`config.mk`:
```
export PLATFORM = sky130hd
export DESIGN_NAME = revoke_top
export DESIGN_NICKNAME = d
export VERILOG_FILES = /design/src/common/revoke_pkg.sv /design/src/revoke/sweep_counter.sv /design/src/revoke/sweep_fsm.sv /design/src/revoke/revoke_lookup.sv /design/src/hdl/tsmap_ram.sv /design/src/hdl/cap_store.sv /design/src/hdl/wb_regs.sv /design/src/hdl/revoke_top.sv
export SDC_FILE = /design/constraint.sdc
export NUM_CORES = 2
export LEC_CHECK = 0
export BUFFER_PORTS_ARGS = -buffer_cell sky130_fd_sc_hd__buf_4
export CAP_MARGIN = 0
export CORE_MARGIN = 4
export CORE_UTILIZATION = 25
export DETAILED_ROUTE_END_ITERATION = 16
export HOLD_SLACK_MARGIN = 0.03
export PLACE_DENSITY_LB_ADDON = 0.05
export SYNTH_ARGS = -nofsm -noshare
export SYNTH_HDL_FRONTEND = slang
export SYNTH_HIERARCHICAL = 1
export SYNTH_SLANG_ARGS = --single-unit
```
`constraint.sdc`:
```
create_clock -name clk_i -period 3.7 [get_ports clk_i]
set_input_delay 0 -clock clk_i [delete_from_list [all_inputs] [get_ports clk_i]]
set_output_delay 0 -clock clk_i [all_outputs]
set_load 0.01 [all_outputs]
```
`src/common/revoke_pkg.sv`:
```
/*
 * Revocation checker shared constants: heap and bitmap geometry,
 * capability metadata layout, Wishbone word map and sweep FSM states
 */
package revoke_pkg;

  // heap covered by the bitmap, one bit per 8-byte granule
  localparam logic [31:0] HEAP_BASE   = 32'h8000_0000;
  localparam int          TSMAP_WORDS = 64;
  localparam int          TSMAP_AW    = 6;

  // capability store
  localparam int CAPS   = 16;
  localparam int CAP_AW = 4;
  localparam int REG_AW = 5;

  // metadata word layout
  localparam int META_TAG      = 31;
  localparam int META_PERM_LSB = 26;
  localparam int META_EXP_LSB  = 21;

  // Wishbone word addresses
  localparam int                WB_AW         = 7;
  localparam logic [WB_AW-1:0] WB_TSMAP_BASE = 7'h00;
  localparam logic [WB_AW-1:0] WB_CAP_BASE   = 7'h40;
  localparam logic [WB_AW-1:0] WB_CTRL_ADDR  = 7'h60;

  // sweep FSM encoding
  localparam logic [1:0] SW_IDLE  = 2'd0;
  localparam logic [1:0] SW_ISSUE = 2'd1;
  localparam logic [1:0] SW_WAIT  = 2'd2;
  localparam logic [1:0] SW_STEP  = 2'd3;

endpackage

```
`src/revoke/sweep_counter.sv`:
```
/*
 * Sweep counters: current store entry index and number of
 * capabilities revoked by the running sweep
 */
module sweep_counter (
  input  logic                          clk_i,
  input  logic                          rst_ni,
  input  logic                          rewind_i,
  input  logic                          step_i,
  input  logic                          clear_i,
  output logic [revoke_pkg::CAP_AW-1:0] index_o,
  output logic                          last_o,
  output logic [7:0]                    revoked_o
);

  assign last_o = (index_o == revoke_pkg::CAP_AW'(revoke_pkg::CAPS - 1));

  always_ff @(posedge clk_i or negedge rst_ni) begin
    if (!rst_ni) begin
      index_o   <= '0;
      revoked_o <= '0;
    end else if (rewind_i) begin
      index_o   <= '0;
      revoked_o <= '0;
    end else begin
      if (step_i) begin
        index_o <= index_o + 1'b1;
      end
      if (clear_i) begin
        revoked_o <= revoked_o + 8'd1;
      end
    end
  end

endmodule

```
`src/revoke/sweep_fsm.sv`:
```
/*
 * Sweep FSM: walks the capability store one entry at a time,
 * yielding to pending CPU lookups
 */
module sweep_fsm (
  input  logic clk_i,
  input  logic rst_ni,
  input  logic start_i,
  input  logic cpu_pending_i,
  input  logic last_i,
  input  logic clr_en_i,
  input  logic clr_tag_i,
  output logic busy_o,
  output logic rd_en_o,
  output logic step_o,
  output logic clear_o,
  output logic rewind_o
);

  logic [1:0] state_q;
  logic [1:0] state_d;

  always_comb begin
    state_d  = state_q;
    rd_en_o  = 1'b0;
    step_o   = 1'b0;
    clear_o  = 1'b0;
    rewind_o = 1'b0;
    case (state_q)
      revoke_pkg::SW_IDLE: begin
        if (start_i) begin
          rewind_o = 1'b1;
          state_d  = revoke_pkg::SW_ISSUE;
        end
      end
      revoke_pkg::SW_ISSUE: begin
        // keep the lookup input free for a CPU response
        if (!cpu_pending_i) begin
          rd_en_o = 1'b1;
          state_d = revoke_pkg::SW_WAIT;
        end
      end
      revoke_pkg::SW_WAIT: begin
        if (clr_en_i) begin
          clear_o = clr_tag_i;
          state_d = last_i ? revoke_pkg::SW_IDLE : revoke_pkg::SW_STEP;
        end
      end
      default: begin
        step_o  = 1'b1;
        state_d = revoke_pkg::SW_ISSUE;
      end
    endcase
  end

  assign busy_o = (state_q != revoke_pkg::SW_IDLE);

  always_ff @(posedge clk_i or negedge rst_ni) begin
    if (!rst_ni) begin
      state_q <= revoke_pkg::SW_IDLE;
    end else begin
      state_q <= state_d;
    end
  end

endmodule

```
`src/revoke/revoke_lookup.sv`:
```
/*
 * Revocation lookup: three-stage pipeline that checks a loaded or swept
 * capability against the revocation bitmap, shared by CPU and sweeper
 */
module revoke_lookup (
  input  logic                              clk_i,
  input  logic                              rst_ni,
  input  logic                              rsv_en_i,
  input  logic [revoke_pkg::REG_AW-1:0]     rsv_addr_i,
  input  logic                              lsu_resp_valid_i,
  input  logic                              lsu_err_i,
  input  logic [31:0]                       lsu_meta_i,
  input  logic [31:0]                       lsu_addr_i,
  input  logic                              sweep_valid_i,
  input  logic [31:0]                       sweep_meta_i,
  input  logic [31:0]                       sweep_addr_i,
  input  logic [31:0]                       tsmap_rdata_i,
  output logic                              cpu_pending_o,
  output logic                              tsmap_cs_o,
  output logic [revoke_pkg::TSMAP_AW-1:0]   tsmap_addr_o,
  output logic                              rf_clr_en_o,
  output logic [revoke_pkg::REG_AW-1:0]     rf_clr_addr_o,
  output logic                              rf_clr_tag_o,
  output logic                              sweep_clr_en_o,
  output logic                              sweep_clr_tag_o
);

  logic                          armed_q;
  logic [revoke_pkg::REG_AW-1:0] rsv_addr_q;
  logic                          cpu_in;
  logic                          good_in;
  logic [2:0]                    cpu_v_q;
  logic [2:0]                    sweep_v_q;
  logic [1:0]                    good_q;
  logic [revoke_pkg::REG_AW-1:0] raddr_q [3];
  logic [31:0]                   meta_q;
  logic [31:0]                   addr_q;
  logic [4:0]                    exp;
  logic [4:0]                    perm;
  logic [31:0]                   base;
  logic [31:0]                   granule;
  logic                          sealed;
  logic                          range_ok;
  logic                          range_q;
  logic [4:0]                    bitpos_q;
  logic                          clr_q;

  // a response only counts as a CPU op while a reservation is armed
  assign cpu_in        = armed_q & lsu_resp_valid_i;
  assign good_in       = (cpu_in & ~lsu_err_i & lsu_meta_i[revoke_pkg::META_TAG]) |
                         (sweep_valid_i & sweep_meta_i[revoke_pkg::META_TAG]);
  assign cpu_pending_o = armed_q | rsv_en_i;

  // stage 1 decode of the registered capability
  assign exp      = meta_q[revoke_pkg::META_EXP_LSB +: 5];
  assign perm     = meta_q[revoke_pkg::META_PERM_LSB +: 5];
  assign base     = addr_q & (32'hFFFF_FFFF << exp);
  assign granule  = (base - revoke_pkg::HEAP_BASE) >> 3;
  assign sealed   = (perm[4:3] == 2'b00) && (perm[2:0] != 3'b000);
  assign range_ok = (base >= revoke_pkg::HEAP_BASE) &&
                    (granule[31:5] < revoke_pkg::TSMAP_WORDS) && !sealed;

  assign tsmap_cs_o   = (cpu_v_q[0] | sweep_v_q[0]) & good_q[0] & range_ok;
  assign tsmap_addr_o = granule[revoke_pkg::TSMAP_AW+4:5];

  assign rf_clr_en_o     = cpu_v_q[2];
  assign rf_clr_addr_o   = raddr_q[2];
  assign rf_clr_tag_o    = cpu_v_q[2] & clr_q;
  assign sweep_clr_en_o  = sweep_v_q[2];
  assign sweep_clr_tag_o = sweep_v_q[2] & clr_q;

  always_ff @(posedge clk_i or negedge rst_ni) begin
    if (!rst_ni) begin
      armed_q   <= 1'b0;
      cpu_v_q   <= '0;
      sweep_v_q <= '0;
      good_q    <= '0;
    end else begin
      if (rsv_en_i) begin
        armed_q <= 1'b1;
      end else if (lsu_resp_valid_i) begin
        armed_q <= 1'b0;
      end
      cpu_v_q   <= {cpu_v_q[1:0], cpu_in};
      sweep_v_q <= {sweep_v_q[1:0], sweep_valid_i};
      good_q    <= {good_q[0], good_in};
    end
  end

  always_ff @(posedge clk_i) begin
    if (rsv_en_i) begin
      rsv_addr_q <= rsv_addr_i;
    end
    // stage 0 capture, the two sources never collide
    if (cpu_in) begin
      meta_q <= lsu_meta_i;
      addr_q <= lsu_addr_i;
    end else if (sweep_valid_i) begin
      meta_q <= sweep_meta_i;
      addr_q <= sweep_addr_i;
    end
    raddr_q[0] <= rsv_addr_q;
    raddr_q[1] <= raddr_q[0];
    raddr_q[2] <= raddr_q[1];
    // stage 1
    bitpos_q <= granule[4:0];
    range_q  <= range_ok;
    // stage 2 picks the granule bit
    clr_q <= tsmap_rdata_i[bitpos_q] & good_q[1] & range_q;
  end

endmodule

```
`src/hdl/tsmap_ram.sv`:
```
/*
 * Revocation bitmap memory, one bit per heap granule, with a host
 * port and a lookup read port, both read through a register
 */
module tsmap_ram (
  input  logic                            clk_i,
  input  logic                            rst_ni,
  input  logic                            host_we_i,
  input  logic                            host_re_i,
  input  logic [revoke_pkg::TSMAP_AW-1:0] host_addr_i,
  input  logic [31:0]                     host_wdata_i,
  input  logic                            lk_cs_i,
  input  logic [revoke_pkg::TSMAP_AW-1:0] lk_addr_i,
  output logic [31:0]                     host_rdata_o,
  output logic [31:0]                     lk_rdata_o
);

  logic [31:0] mem [revoke_pkg::TSMAP_WORDS];

  always_ff @(posedge clk_i) begin
    if (host_we_i) begin
      mem[host_addr_i] <= host_wdata_i;
    end
  end

  // read registers hold their word until the next access
  always_ff @(posedge clk_i or negedge rst_ni) begin
    if (!rst_ni) begin
      host_rdata_o <= '0;
      lk_rdata_o   <= '0;
    end else begin
      if (host_re_i) begin
        host_rdata_o <= mem[host_addr_i];
      end
      if (lk_cs_i) begin
        lk_rdata_o <= mem[lk_addr_i];
      end
    end
  end

endmodule

```
`src/hdl/cap_store.sv`:
```
/*
 * Capability store: metadata and address word pairs walked by the
 * sweeper, with host access and tag clearing of revoked entries
 */
module cap_store (
  input  logic                          clk_i,
  input  logic                          rst_ni,
  input  logic                          host_we_i,
  input  logic                          host_re_i,
  input  logic [revoke_pkg::CAP_AW:0]   host_addr_i,
  input  logic [31:0]                   host_wdata_i,
  input  logic                          rd_en_i,
  input  logic [revoke_pkg::CAP_AW-1:0] rd_index_i,
  input  logic                          clr_i,
  input  logic [revoke_pkg::CAP_AW-1:0] clr_index_i,
  output logic [31:0]                   host_rdata_o,
  output logic                          rd_valid_o,
  output logic [31:0]                   rd_meta_o,
  output logic [31:0]                   rd_addr_o
);

  logic [31:0]                   meta_mem [revoke_pkg::CAPS];
  logic [31:0]                   addr_mem [revoke_pkg::CAPS];
  logic [revoke_pkg::CAP_AW-1:0] host_idx;

  // even word is metadata, odd word is address
  assign host_idx = host_addr_i[revoke_pkg::CAP_AW:1];

  always_ff @(posedge clk_i) begin
    if (host_we_i && !host_addr_i[0]) begin
      meta_mem[host_idx] <= host_wdata_i;
    end
    if (host_we_i && host_addr_i[0]) begin
      addr_mem[host_idx] <= host_wdata_i;
    end
    if (clr_i) begin
      meta_mem[clr_index_i][revoke_pkg::META_TAG] <= 1'b0;
    end
    if (host_re_i) begin
      host_rdata_o <= host_addr_i[0] ? addr_mem[host_idx] : meta_mem[host_idx];
    end
    if (rd_en_i) begin
      rd_meta_o <= meta_mem[rd_index_i];
      rd_addr_o <= addr_mem[rd_index_i];
    end
  end

  always_ff @(posedge clk_i or negedge rst_ni) begin
    if (!rst_ni) begin
      rd_valid_o <= 1'b0;
    end else begin
      rd_valid_o <= rd_en_i;
    end
  end

endmodule

```
`src/hdl/wb_regs.sv`:
```
/*
 * Wishbone classic slave: decodes the word map onto bitmap, store and
 * control, acks every access on the cycle after the strobe
 */
module wb_regs (
  input  logic                            clk_i,
  input  logic                            rst_ni,
  input  logic                            wb_cyc_i,
  input  logic                            wb_stb_i,
  input  logic                            wb_we_i,
  input  logic [revoke_pkg::WB_AW-1:0]    wb_adr_i,
  input  logic [31:0]                     wb_dat_i,
  input  logic                            busy_i,
  input  logic [7:0]                      revoked_i,
  input  logic [31:0]                     tsmap_rdata_i,
  input  logic [31:0]                     cap_rdata_i,
  output logic                            wb_ack_o,
  output logic [31:0]                     wb_dat_o,
  output logic                            tsmap_we_o,
  output logic                            tsmap_re_o,
  output logic                            cap_we_o,
  output logic                            cap_re_o,
  output logic [revoke_pkg::TSMAP_AW-1:0] mem_addr_o,
  output logic [31:0]                     mem_wdata_o,
  output logic                            start_o
);

  logic req;
  logic is_tsmap;
  logic is_cap;
  logic is_ctrl;

  // first cycle of an access, the ack cycle never starts a new one
  assign req = wb_cyc_i & wb_stb_i & ~wb_ack_o;

  assign is_tsmap = (wb_adr_i[6] == revoke_pkg::WB_TSMAP_BASE[6]);
  assign is_cap   = (wb_adr_i[6:5] == revoke_pkg::WB_CAP_BASE[6:5]);
  assign is_ctrl  = (wb_adr_i == revoke_pkg::WB_CTRL_ADDR);

  // memories sample on the same edge that raises ack
  assign tsmap_we_o  = req & wb_we_i & is_tsmap;
  assign tsmap_re_o  = req & ~wb_we_i & is_tsmap;
  assign cap_we_o    = req & wb_we_i & is_cap;
  assign cap_re_o    = req & ~wb_we_i & is_cap;
  assign mem_addr_o  = wb_adr_i[revoke_pkg::TSMAP_AW-1:0];
  assign mem_wdata_o = wb_dat_i;

  always_comb begin
    if (is_tsmap) begin
      wb_dat_o = tsmap_rdata_i;
    end else if (is_cap) begin
      wb_dat_o = cap_rdata_i;
    end else if (is_ctrl) begin
      wb_dat_o = {16'h0, revoked_i, 7'h0, busy_i};
    end else begin
      wb_dat_o = '0;
    end
  end

  always_ff @(posedge clk_i or negedge rst_ni) begin
    if (!rst_ni) begin
      wb_ack_o <= 1'b0;
      start_o  <= 1'b0;
    end else begin
      wb_ack_o <= req;
      // start only from idle, a write while busy is dropped
      start_o  <= req & wb_we_i & is_ctrl & wb_dat_i[0] & ~busy_i;
    end
  end

endmodule

```
`src/hdl/revoke_top.sv`:
```
/*
 * Capability revocation checker top level: lookup pipeline, sweeper,
 * bitmap, capability store and Wishbone register block
 */
module revoke_top (
  input  logic                          clk_i,
  input  logic                          rst_ni,
  input  logic                          wb_cyc_i,
  input  logic                          wb_stb_i,
  input  logic                          wb_we_i,
  input  logic [revoke_pkg::WB_AW-1:0]  wb_adr_i,
  input  logic [31:0]                   wb_dat_i,
  output logic                          wb_ack_o,
  output logic [31:0]                   wb_dat_o,
  input  logic                          rsv_en_i,
  input  logic [revoke_pkg::REG_AW-1:0] rsv_addr_i,
  input  logic                          lsu_resp_valid_i,
  input  logic                          lsu_err_i,
  input  logic [31:0]                   lsu_meta_i,
  input  logic [31:0]                   lsu_addr_i,
  output logic                          rf_clr_en_o,
  output logic [revoke_pkg::REG_AW-1:0] rf_clr_addr_o,
  output logic                          rf_clr_tag_o
);

  logic                            cpu_pending;
  logic                            tsmap_cs;
  logic [revoke_pkg::TSMAP_AW-1:0] tsmap_addr;
  logic [31:0]                     tsmap_rdata;
  logic                            sweep_valid;
  logic [31:0]                     sweep_meta;
  logic [31:0]                     sweep_addr;
  logic                            sweep_clr_en;
  logic                            sweep_clr_tag;
  logic                            busy;
  logic                            rd_en;
  logic                            step;
  logic                            clear;
  logic                            rewind;
  logic [revoke_pkg::CAP_AW-1:0]   index;
  logic                            last;
  logic [7:0]                      revoked;
  logic                            tsmap_we;
  logic                            tsmap_re;
  logic                            cap_we;
  logic                            cap_re;
  logic [revoke_pkg::TSMAP_AW-1:0] mem_addr;
  logic [31:0]                     mem_wdata;
  logic                            start;
  logic [31:0]                     tsmap_host_rdata;
  logic [31:0]                     cap_host_rdata;

  revoke_lookup u_lookup (
    .clk_i, .rst_ni, .rsv_en_i, .rsv_addr_i, .lsu_resp_valid_i, .lsu_err_i,
    .lsu_meta_i, .lsu_addr_i,
    .sweep_valid_i(sweep_valid), .sweep_meta_i(sweep_meta), .sweep_addr_i(sweep_addr),
    .tsmap_rdata_i(tsmap_rdata), .cpu_pending_o(cpu_pending),
    .tsmap_cs_o(tsmap_cs), .tsmap_addr_o(tsmap_addr),
    .rf_clr_en_o, .rf_clr_addr_o, .rf_clr_tag_o,
    .sweep_clr_en_o(sweep_clr_en), .sweep_clr_tag_o(sweep_clr_tag)
  );

  sweep_fsm u_fsm (
    .clk_i, .rst_ni, .start_i(start), .cpu_pending_i(cpu_pending), .last_i(last),
    .clr_en_i(sweep_clr_en), .clr_tag_i(sweep_clr_tag), .busy_o(busy),
    .rd_en_o(rd_en), .step_o(step), .clear_o(clear), .rewind_o(rewind)
  );

  sweep_counter u_counter (
    .clk_i, .rst_ni, .rewind_i(rewind), .step_i(step), .clear_i(clear),
    .index_o(index), .last_o(last), .revoked_o(revoked)
  );

  tsmap_ram u_tsmap (
    .clk_i, .rst_ni, .host_we_i(tsmap_we), .host_re_i(tsmap_re),
    .host_addr_i(mem_addr), .host_wdata_i(mem_wdata),
    .lk_cs_i(tsmap_cs), .lk_addr_i(tsmap_addr),
    .host_rdata_o(tsmap_host_rdata), .lk_rdata_o(tsmap_rdata)
  );

  cap_store u_caps (
    .clk_i, .rst_ni, .host_we_i(cap_we), .host_re_i(cap_re),
    .host_addr_i(mem_addr[revoke_pkg::CAP_AW:0]), .host_wdata_i(mem_wdata),
    .rd_en_i(rd_en), .rd_index_i(index), .clr_i(clear), .clr_index_i(index),
    .host_rdata_o(cap_host_rdata), .rd_valid_o(sweep_valid),
    .rd_meta_o(sweep_meta), .rd_addr_o(sweep_addr)
  );

  wb_regs u_regs (
    .clk_i, .rst_ni, .wb_cyc_i, .wb_stb_i, .wb_we_i, .wb_adr_i, .wb_dat_i,
    .busy_i(busy), .revoked_i(revoked),
    .tsmap_rdata_i(tsmap_host_rdata), .cap_rdata_i(cap_host_rdata),
    .wb_ack_o, .wb_dat_o, .tsmap_we_o(tsmap_we), .tsmap_re_o(tsmap_re),
    .cap_we_o(cap_we), .cap_re_o(cap_re), .mem_addr_o(mem_addr),
    .mem_wdata_o(mem_wdata), .start_o(start)
  );

endmodule

```
Word-level counts from Yosys, hierarchy flattened
Memory sizes are Yosys's and may differ from the RTL's. A register that Yosys moved wholly into a read port is not among the register bits.
Index checks and enable logic that the tools add are counted.
{"block": "op_classes", "addsub": 3, "reduce_logical": 18, "n_mux": 35, "n_eq_ne": 9, "n_lt_le_gt_ge": 3, "n_bitwise": 30, "shift": 1}
{"operator": "$mux W32", "count": 5}
{"operator": "$mux W31", "count": 2}
{"operator": "$and A32 B32 Y32", "count": 1}
{"operator": "$ge A32 B32 Y1 const B", "count": 1}
{"operator": "$shl A32 B5 Y32 const A", "count": 1}
{"operator": "$sub A32 B32 Y32 const B", "count": 1}
{"operator": "$lt A24 B7 Y1 const B", "count": 1}
{"operator": "$and A1 B1 Y1", "count": 21}
{"operator": "$mux W1", "count": 17}
{"operator": "$mux W16", "count": 1}
{"operator": "$mux W8", "count": 2}
{"operator": "$add A8 B1 Y8 const B", "count": 1}
{"operator": "$mux W2", "count": 4}
{"operator": "$mux W4", "count": 2}
{"operator": "$reduce_bool A2 Y1", "count": 4}
{"operator": "$eq A7 B7 Y1 const B", "count": 1}
{"operator": "$lt A5 B6 Y1 const B", "count": 1}
{"operator": "$pmux W2 S3", "count": 1}
{"operator": "$bmux W1 S5", "count": 1}
{"operator": "$logic_and A1 B1 Y1", "count": 5}
{"operator": "$not A1 Y1", "count": 5}
{"operator": "$add A4 B1 Y4 const B", "count": 1}
{"operator": "$eq A2 B2 Y1 const B", "count": 2}
{"operator": "$eq A4 B4 Y1 const B", "count": 1}
{"operator": "9 further kinds", "count": 17}
{"block": "totals", "input_bits": 116, "reg_bits": 133, "mem_count": 4, "out_inout_bits": 40, "word_cells": 120, "ram_bits": 3087}
{"name": "u_tsmap.mem", "words": 64, "word_bits": 32, "rd": 2, "rd_ports_with_merged_regs": 2, "wr": 1, "line_no": "tsmap_ram.sv:18", "source": "logic [31:0] mem [revoke_pkg::TSMAP_WORDS];"}
{"name": "u_caps.addr_mem", "words": 16, "word_bits": 32, "rd": 2, "rd_ports_with_merged_regs": 1, "wr": 1, "line_no": "cap_store.sv:23", "source": "logic [31:0] addr_mem [revoke_pkg::CAPS];"}
{"name": "u_caps.meta_mem", "words": 16, "word_bits": 32, "rd": 2, "rd_ports_with_merged_regs": 1, "wr": 2, "line_no": "cap_store.sv:22", "source": "logic [31:0] meta_mem [revoke_pkg::CAPS];"}
{"name": "u_lookup.raddr_q", "words": 3, "word_bits": 5, "rd": 3, "rd_ports_with_merged_regs": 0, "wr": 3, "line_no": "revoke_lookup.sv:35", "source": "logic [revoke_pkg::REG_AW-1:0] raddr_q [3];"}

Depth between registers and ports, before layout
{"block": "depth", "depth_word": 7, "ltp_mapped": 15, "mapped_depth_nobuf": 9}

Hierarchy
Netlist, hierarchy kept.
{"mod": "tsmap_ram", "cells_each": 5458, "area_per_inst_um2": 96829.1, "seq_area_each_um2": 63100.5, "n_inst": 1}
{"mod": "cap_store", "cells_each": 2416, "area_per_inst_um2": 50089.3, "seq_area_each_um2": 33497.1, "n_inst": 1}
{"mod": "revoke_lookup", "cells_each": 231, "area_per_inst_um2": 3286.9, "seq_area_each_um2": 1986.9, "n_inst": 1}
{"mod": "wb_regs", "cells_each": 168, "area_per_inst_um2": 982.2, "seq_area_each_um2": 50.0, "n_inst": 1}
{"mod": "sweep_counter", "cells_each": 54, "area_per_inst_um2": 571.8, "seq_area_each_um2": 300.3, "n_inst": 1}
{"mod": "sweep_fsm", "cells_each": 21, "area_per_inst_um2": 191.4, "seq_area_each_um2": 50.0, "n_inst": 1}

Worst setup path before layout
No wires, ideal clock.
{"block": "synth_path", "path_kind": "reg2reg", "start": "register u_lookup.armed_q", "end": "register u_caps.rd_addr_o[0] (read register of u_caps.addr_mem), enable pin", "period_less_slack_ns": 4.052, "path_buffers": 0, "t_required_ns": 3.205, "setup_ns": 0.495, "path_slack_ns": -0.352, "path_stages_with_launch": 3, "arrival_time_ns": 3.557, "cell_sequence": "dfrtp_1 or2_2 nor2b_1"}
{"block": "synth_between", "elab_chain_cells": 3}
{"item": "start: declaration", "line_no": "revoke_lookup.sv:28", "source": "logic armed_q;"}
{"item": "start signal: assignment", "line_no": "revoke_lookup.sv:74", "source": "armed_q <= 1'b0;"}
{"item": "start signal: assignment", "line_no": "revoke_lookup.sv:80", "source": "armed_q <= 1'b1;"}
{"item": "start signal: assignment", "line_no": "revoke_lookup.sv:82", "source": "armed_q <= 1'b0;"}
{"item": "$or A1 B1 Y1", "line_no": "revoke_lookup.sv:52", "source": "assign cpu_pending_o = armed_q | rsv_en_i;"}
{"item": "named net cpu_pending", "line_no": "revoke_top.sv:26", "source": "logic cpu_pending;"}
{"item": "$mux W1", "line_no": "sweep_fsm.sv:38", "source": "if (!cpu_pending_i) begin"}
{"item": "$mux W1", "line_no": "sweep_fsm.sv:29", "source": "case (state_q)"}
{"item": "named net rd_en", "line_no": "revoke_top.sv:36", "source": "logic rd_en;"}
{"item": "end: declaration", "line_no": "cap_store.sv:19", "source": "output logic [31:0] rd_addr_o"}
The timed path passes the listed nets, and every way through them passes these cells.
A chain may end at the register's enable or synchronous reset.

Worst setup path after layout
{"block": "layout_path", "start": "register u_regs.wb_ack_o", "end": "register u_tsmap.host_rdata_o[30] (read register of u_tsmap.mem)"}
{"block": "layout_between", "elab_chain_cells": 4}
{"item": "start: declaration", "line_no": "wb_regs.sv:17", "source": "output logic wb_ack_o,"}
{"item": "start signal: assignment", "line_no": "wb_regs.sv:65", "source": "wb_ack_o <= req;"}
{"item": "$not A1 Y1", "line_no": "wb_regs.sv:34", "source": "assign req = wb_cyc_i & wb_stb_i & ~wb_ack_o;"}
{"item": "$and A1 B1 Y1", "line_no": "wb_regs.sv:34"}
{"item": "$and A1 B1 Y1 (2 in series)", "line_no": "wb_regs.sv:42", "source": "assign tsmap_re_o = req & ~wb_we_i & is_tsmap;"}
{"item": "named net tsmap_re", "line_no": "revoke_top.sv:44", "source": "logic tsmap_re;"}
{"item": "end: declaration", "line_no": "tsmap_ram.sv:14", "source": "output logic [31:0] host_rdata_o,"}
The timed path passes the listed nets, and every way through them passes these cells.

==> flow_metrics.env <==
export IMPL_wl_per_cell_um=44.0
export IMPL_via_per_inst=5.54
export IMPL_clkTransAtPathRegs_ps=60
export IMPL_fp_row_count=282
export IMPL_fmax_mhz=269
export IMPL_dr_pass1_iters=6
export IMPL_relSlewSlack_pct=3.10
export IMPL_drt_wl_total_um=768000
export IMPL_first_global_vias=95897
export IMPL_p_leak_uw=0.0589
export IMPL_vias=96659
export IMPL_maxCapViolations=0
export IMPL_report_final_slew_viol_count=0
export IMPL_grt_max_degree=97
export IMPL_whs_ps=82.9
export IMPL_dp_hpwl_um=517000
export IMPL_crit_required_ps=4590
export IMPL_worstPathCellList="nand3b_1 > buf_4 > nor3_2 > dlygate4sd3_1 > buf_12 > clkinv_1 > buf_12 > a21oi_1 > o211ai_1 > buf_4 > o32a_1"
export IMPL_grt_usage_pct=24.6
export IMPL_arrival_ps=4600
export IMPL_antenna_found_initial=108
export IMPL_final_common_cell="edfxtp_1"
export IMPL_die_area_um2=606000
export IMPL_critPathMaxFanout=7
export IMPL_nets=9386
export IMPL_period_share_pct=100
export IMPL_core_area_um2=591000
export IMPL_io_pins=156
export IMPL_initial_core_util_pct=25.1
export IMPL_critPathKind="flop to flop"
export IMPL_dp_cells=16523
export IMPL_drive_gt1_share_pct=32.8
export IMPL_finalSetupViolCount=2
export IMPL_first_iter_violations=12455
export IMPL_io_buffer_count=131
export IMPL_ir_worst_vdd_uv=510
export IMPL_avgSynthCellArea_um2=18.1
export IMPL_final_cells=17455
export IMPL_startpoint_type="flop"
export IMPL_drtAntennaViolNets=0
export IMPL_crit_slowest_cell="dlygate4sd3_1"
export IMPL_setup_tns_ps=-16.9
export IMPL_period_minus_slack_ps=3710
export IMPL_hp_class="input port to flop"
export IMPL_outcome="complete, but fails checks"
export IMPL_cts_max_level=5
export IMPL_fin_ws_ps=-12.7
export IMPL_finalInstanceArea_um2=184000
export IMPL_failed_checks="setup timing"
export IMPL_clock_root_buffer="clkbuf_16"
export IMPL_clock_skew_ps=80.1
export IMPL_total_power_uw=97000
export IMPL_grt_overflow_total=0
export IMPL_die_h_um=778
export IMPL_die_width_um=778
export IMPL_insertion_delay_ps=1030
export IMPL_hold_violations=0
export IMPL_clockBufferDepth=4
export IMPL_post_dp_cell_area_um2=169000
export IMPL_area_growth_pct=23.7
export IMPL_drc_errors=0
export IMPL_postSynthCellCount=8191
export IMPL_yosysWarnings=6
export IMPL_fillers=57437
export IMPL_gp_congestion=0.853
export IMPL_critPathMaxStageDelay_ps=640
export IMPL_synthesis_area_um2=148000
export IMPL_cts_tree="yes"
export IMPL_cts_inserted_buffers=405
export IMPL_endpoint_kind="flop"
export IMPL_grt_pass1_wl_um=991000
export IMPL_syn_nets=8313
export IMPL_power_density_nw_per_um2=529
export IMPL_final_cell_mix="edfxtp_1 (3172), mux4_2 (942), buf_4 (885)"
export IMPL_cts_sinks=3300
export IMPL_worstMarginPinSlew_ps=1440
## flip-flops by register name, indices dropped and copies added (netlist names), 2 cells and up
| name | cells |
|---|---|
| u_tsmap/mem | 2048 |
| u_lookup/meta_q | 10 |
| u_fsm/state_q | 2 |
| u_caps/addr_mem | 512 |
| u_caps/host_rdata_o | 32 |
| u_caps/meta_mem | 512 |
| u_caps/rd_addr_o | 29 |
| u_lookup/raddr_q | 15 |
| u_lookup/rsv_addr_q | 5 |
| u_lookup/good_q | 2 |
| u_caps/rd_meta_o | 11 |
| u_lookup/bitpos_q | 5 |
| u_lookup/cpu_v_q | 3 |
| u_tsmap/host_rdata_o | 32 |
| u_lookup/addr_q | 29 |
| u_lookup/sweep_v_q | 3 |
| u_counter/index_o | 4 |
| u_counter/revoked_o | 8 |
| u_tsmap/lk_rdata_o | 32 |
## stage by stage
| stage | setup slack, ps | util (%) |
|---|---|---|
| 2_1_floorplan | -343 | - |
| 3_3_place_gp | -562 | 28.6 |
| 3_5_place_dp | -370 | 28.6 |
| 4_1_cts | 5.70 | 31.0 |
| 5_1_grt | -10.6 | 31.1 |
| 6_report | -12.7 | 31.1 |
## area by class of cell
class / instances / area, um^2 / area share, %
flip-flops and latches: 3300 / 98300 / 53.6
multi-input cells: 4126 / 47000 / 25.6
repair buffers: 1391 / 15300 / 8.34
clock buffers: 509 / 10700 / 5.83
well taps: 7810 / 9770 / 5.33
clock inverters: 241 / 2190 / 1.19
inverters: 40 / 165 / 0.0900
diodes: 38 / 95.1 / 0.0518
## worst paths after layout
kind,from,endpoint,slack [ps],cells after the start
worst max-delay path,u_regs/wb_ack_o,u_tsmap/host_rdata_o[30],-10,11
worst min-delay path,lsu_addr_i[9],u_lookup/addr_q[9],80,3
worst max register to register,u_regs/wb_ack_o,u_tsmap/host_rdata_o[30],-10,11
worst min register to register,u_lookup/raddr_q[0][9],u_lookup/raddr_q[0][14],320,0
max in group asynchronous,rst_ni,u_counter/index_o[0],2460,4
min in group asynchronous,rst_ni,u_tsmap/lk_rdata_o[21],210,4
## what timing repair did
action	in CTS	in global routing
endpoints found under the setup margin	6	13
buffers inserted	0	2
gates cloned	0	1
pin swaps	0	6
hold buffers	142	0
resized for setup	7	15
hold endpoints to repair	3198	0
## worst max-delay path, delay by kind of cell, from the launching register on
kind | cells | cell delay (ps)
DFF | 1 | 430
buffers and inverters | 6 | 1580
AOI/OAI and AO/OA | 3 | 1160
and+or+nand+nor | 2 | 350
## metal layers
layer	GRT usage, %	vias up	part of all wire [%]
li1	-	37090	-
met1	35.3	53754	45
met2	37.9	4895	44
met3	5.14	896	7.8
met4	6.39	24	3.1
met5	0	-	0.020
## power by group
| part | leakage (uW) | internal [uW] | switching, uW | total (uW) |
|---|---|---|---|---|
| Clock | 0.00630 | 22500 | 17000 | 39500 |
| Combinational | 0.0226 | 6130 | 9310 | 15400 |
| Sequential | 0.0300 | 41400 | 709 | 42100 |
| Total | 0.0589 | 70100 | 27000 | 97000 |
No activity file was read; power rests on OpenSTA's default activity.
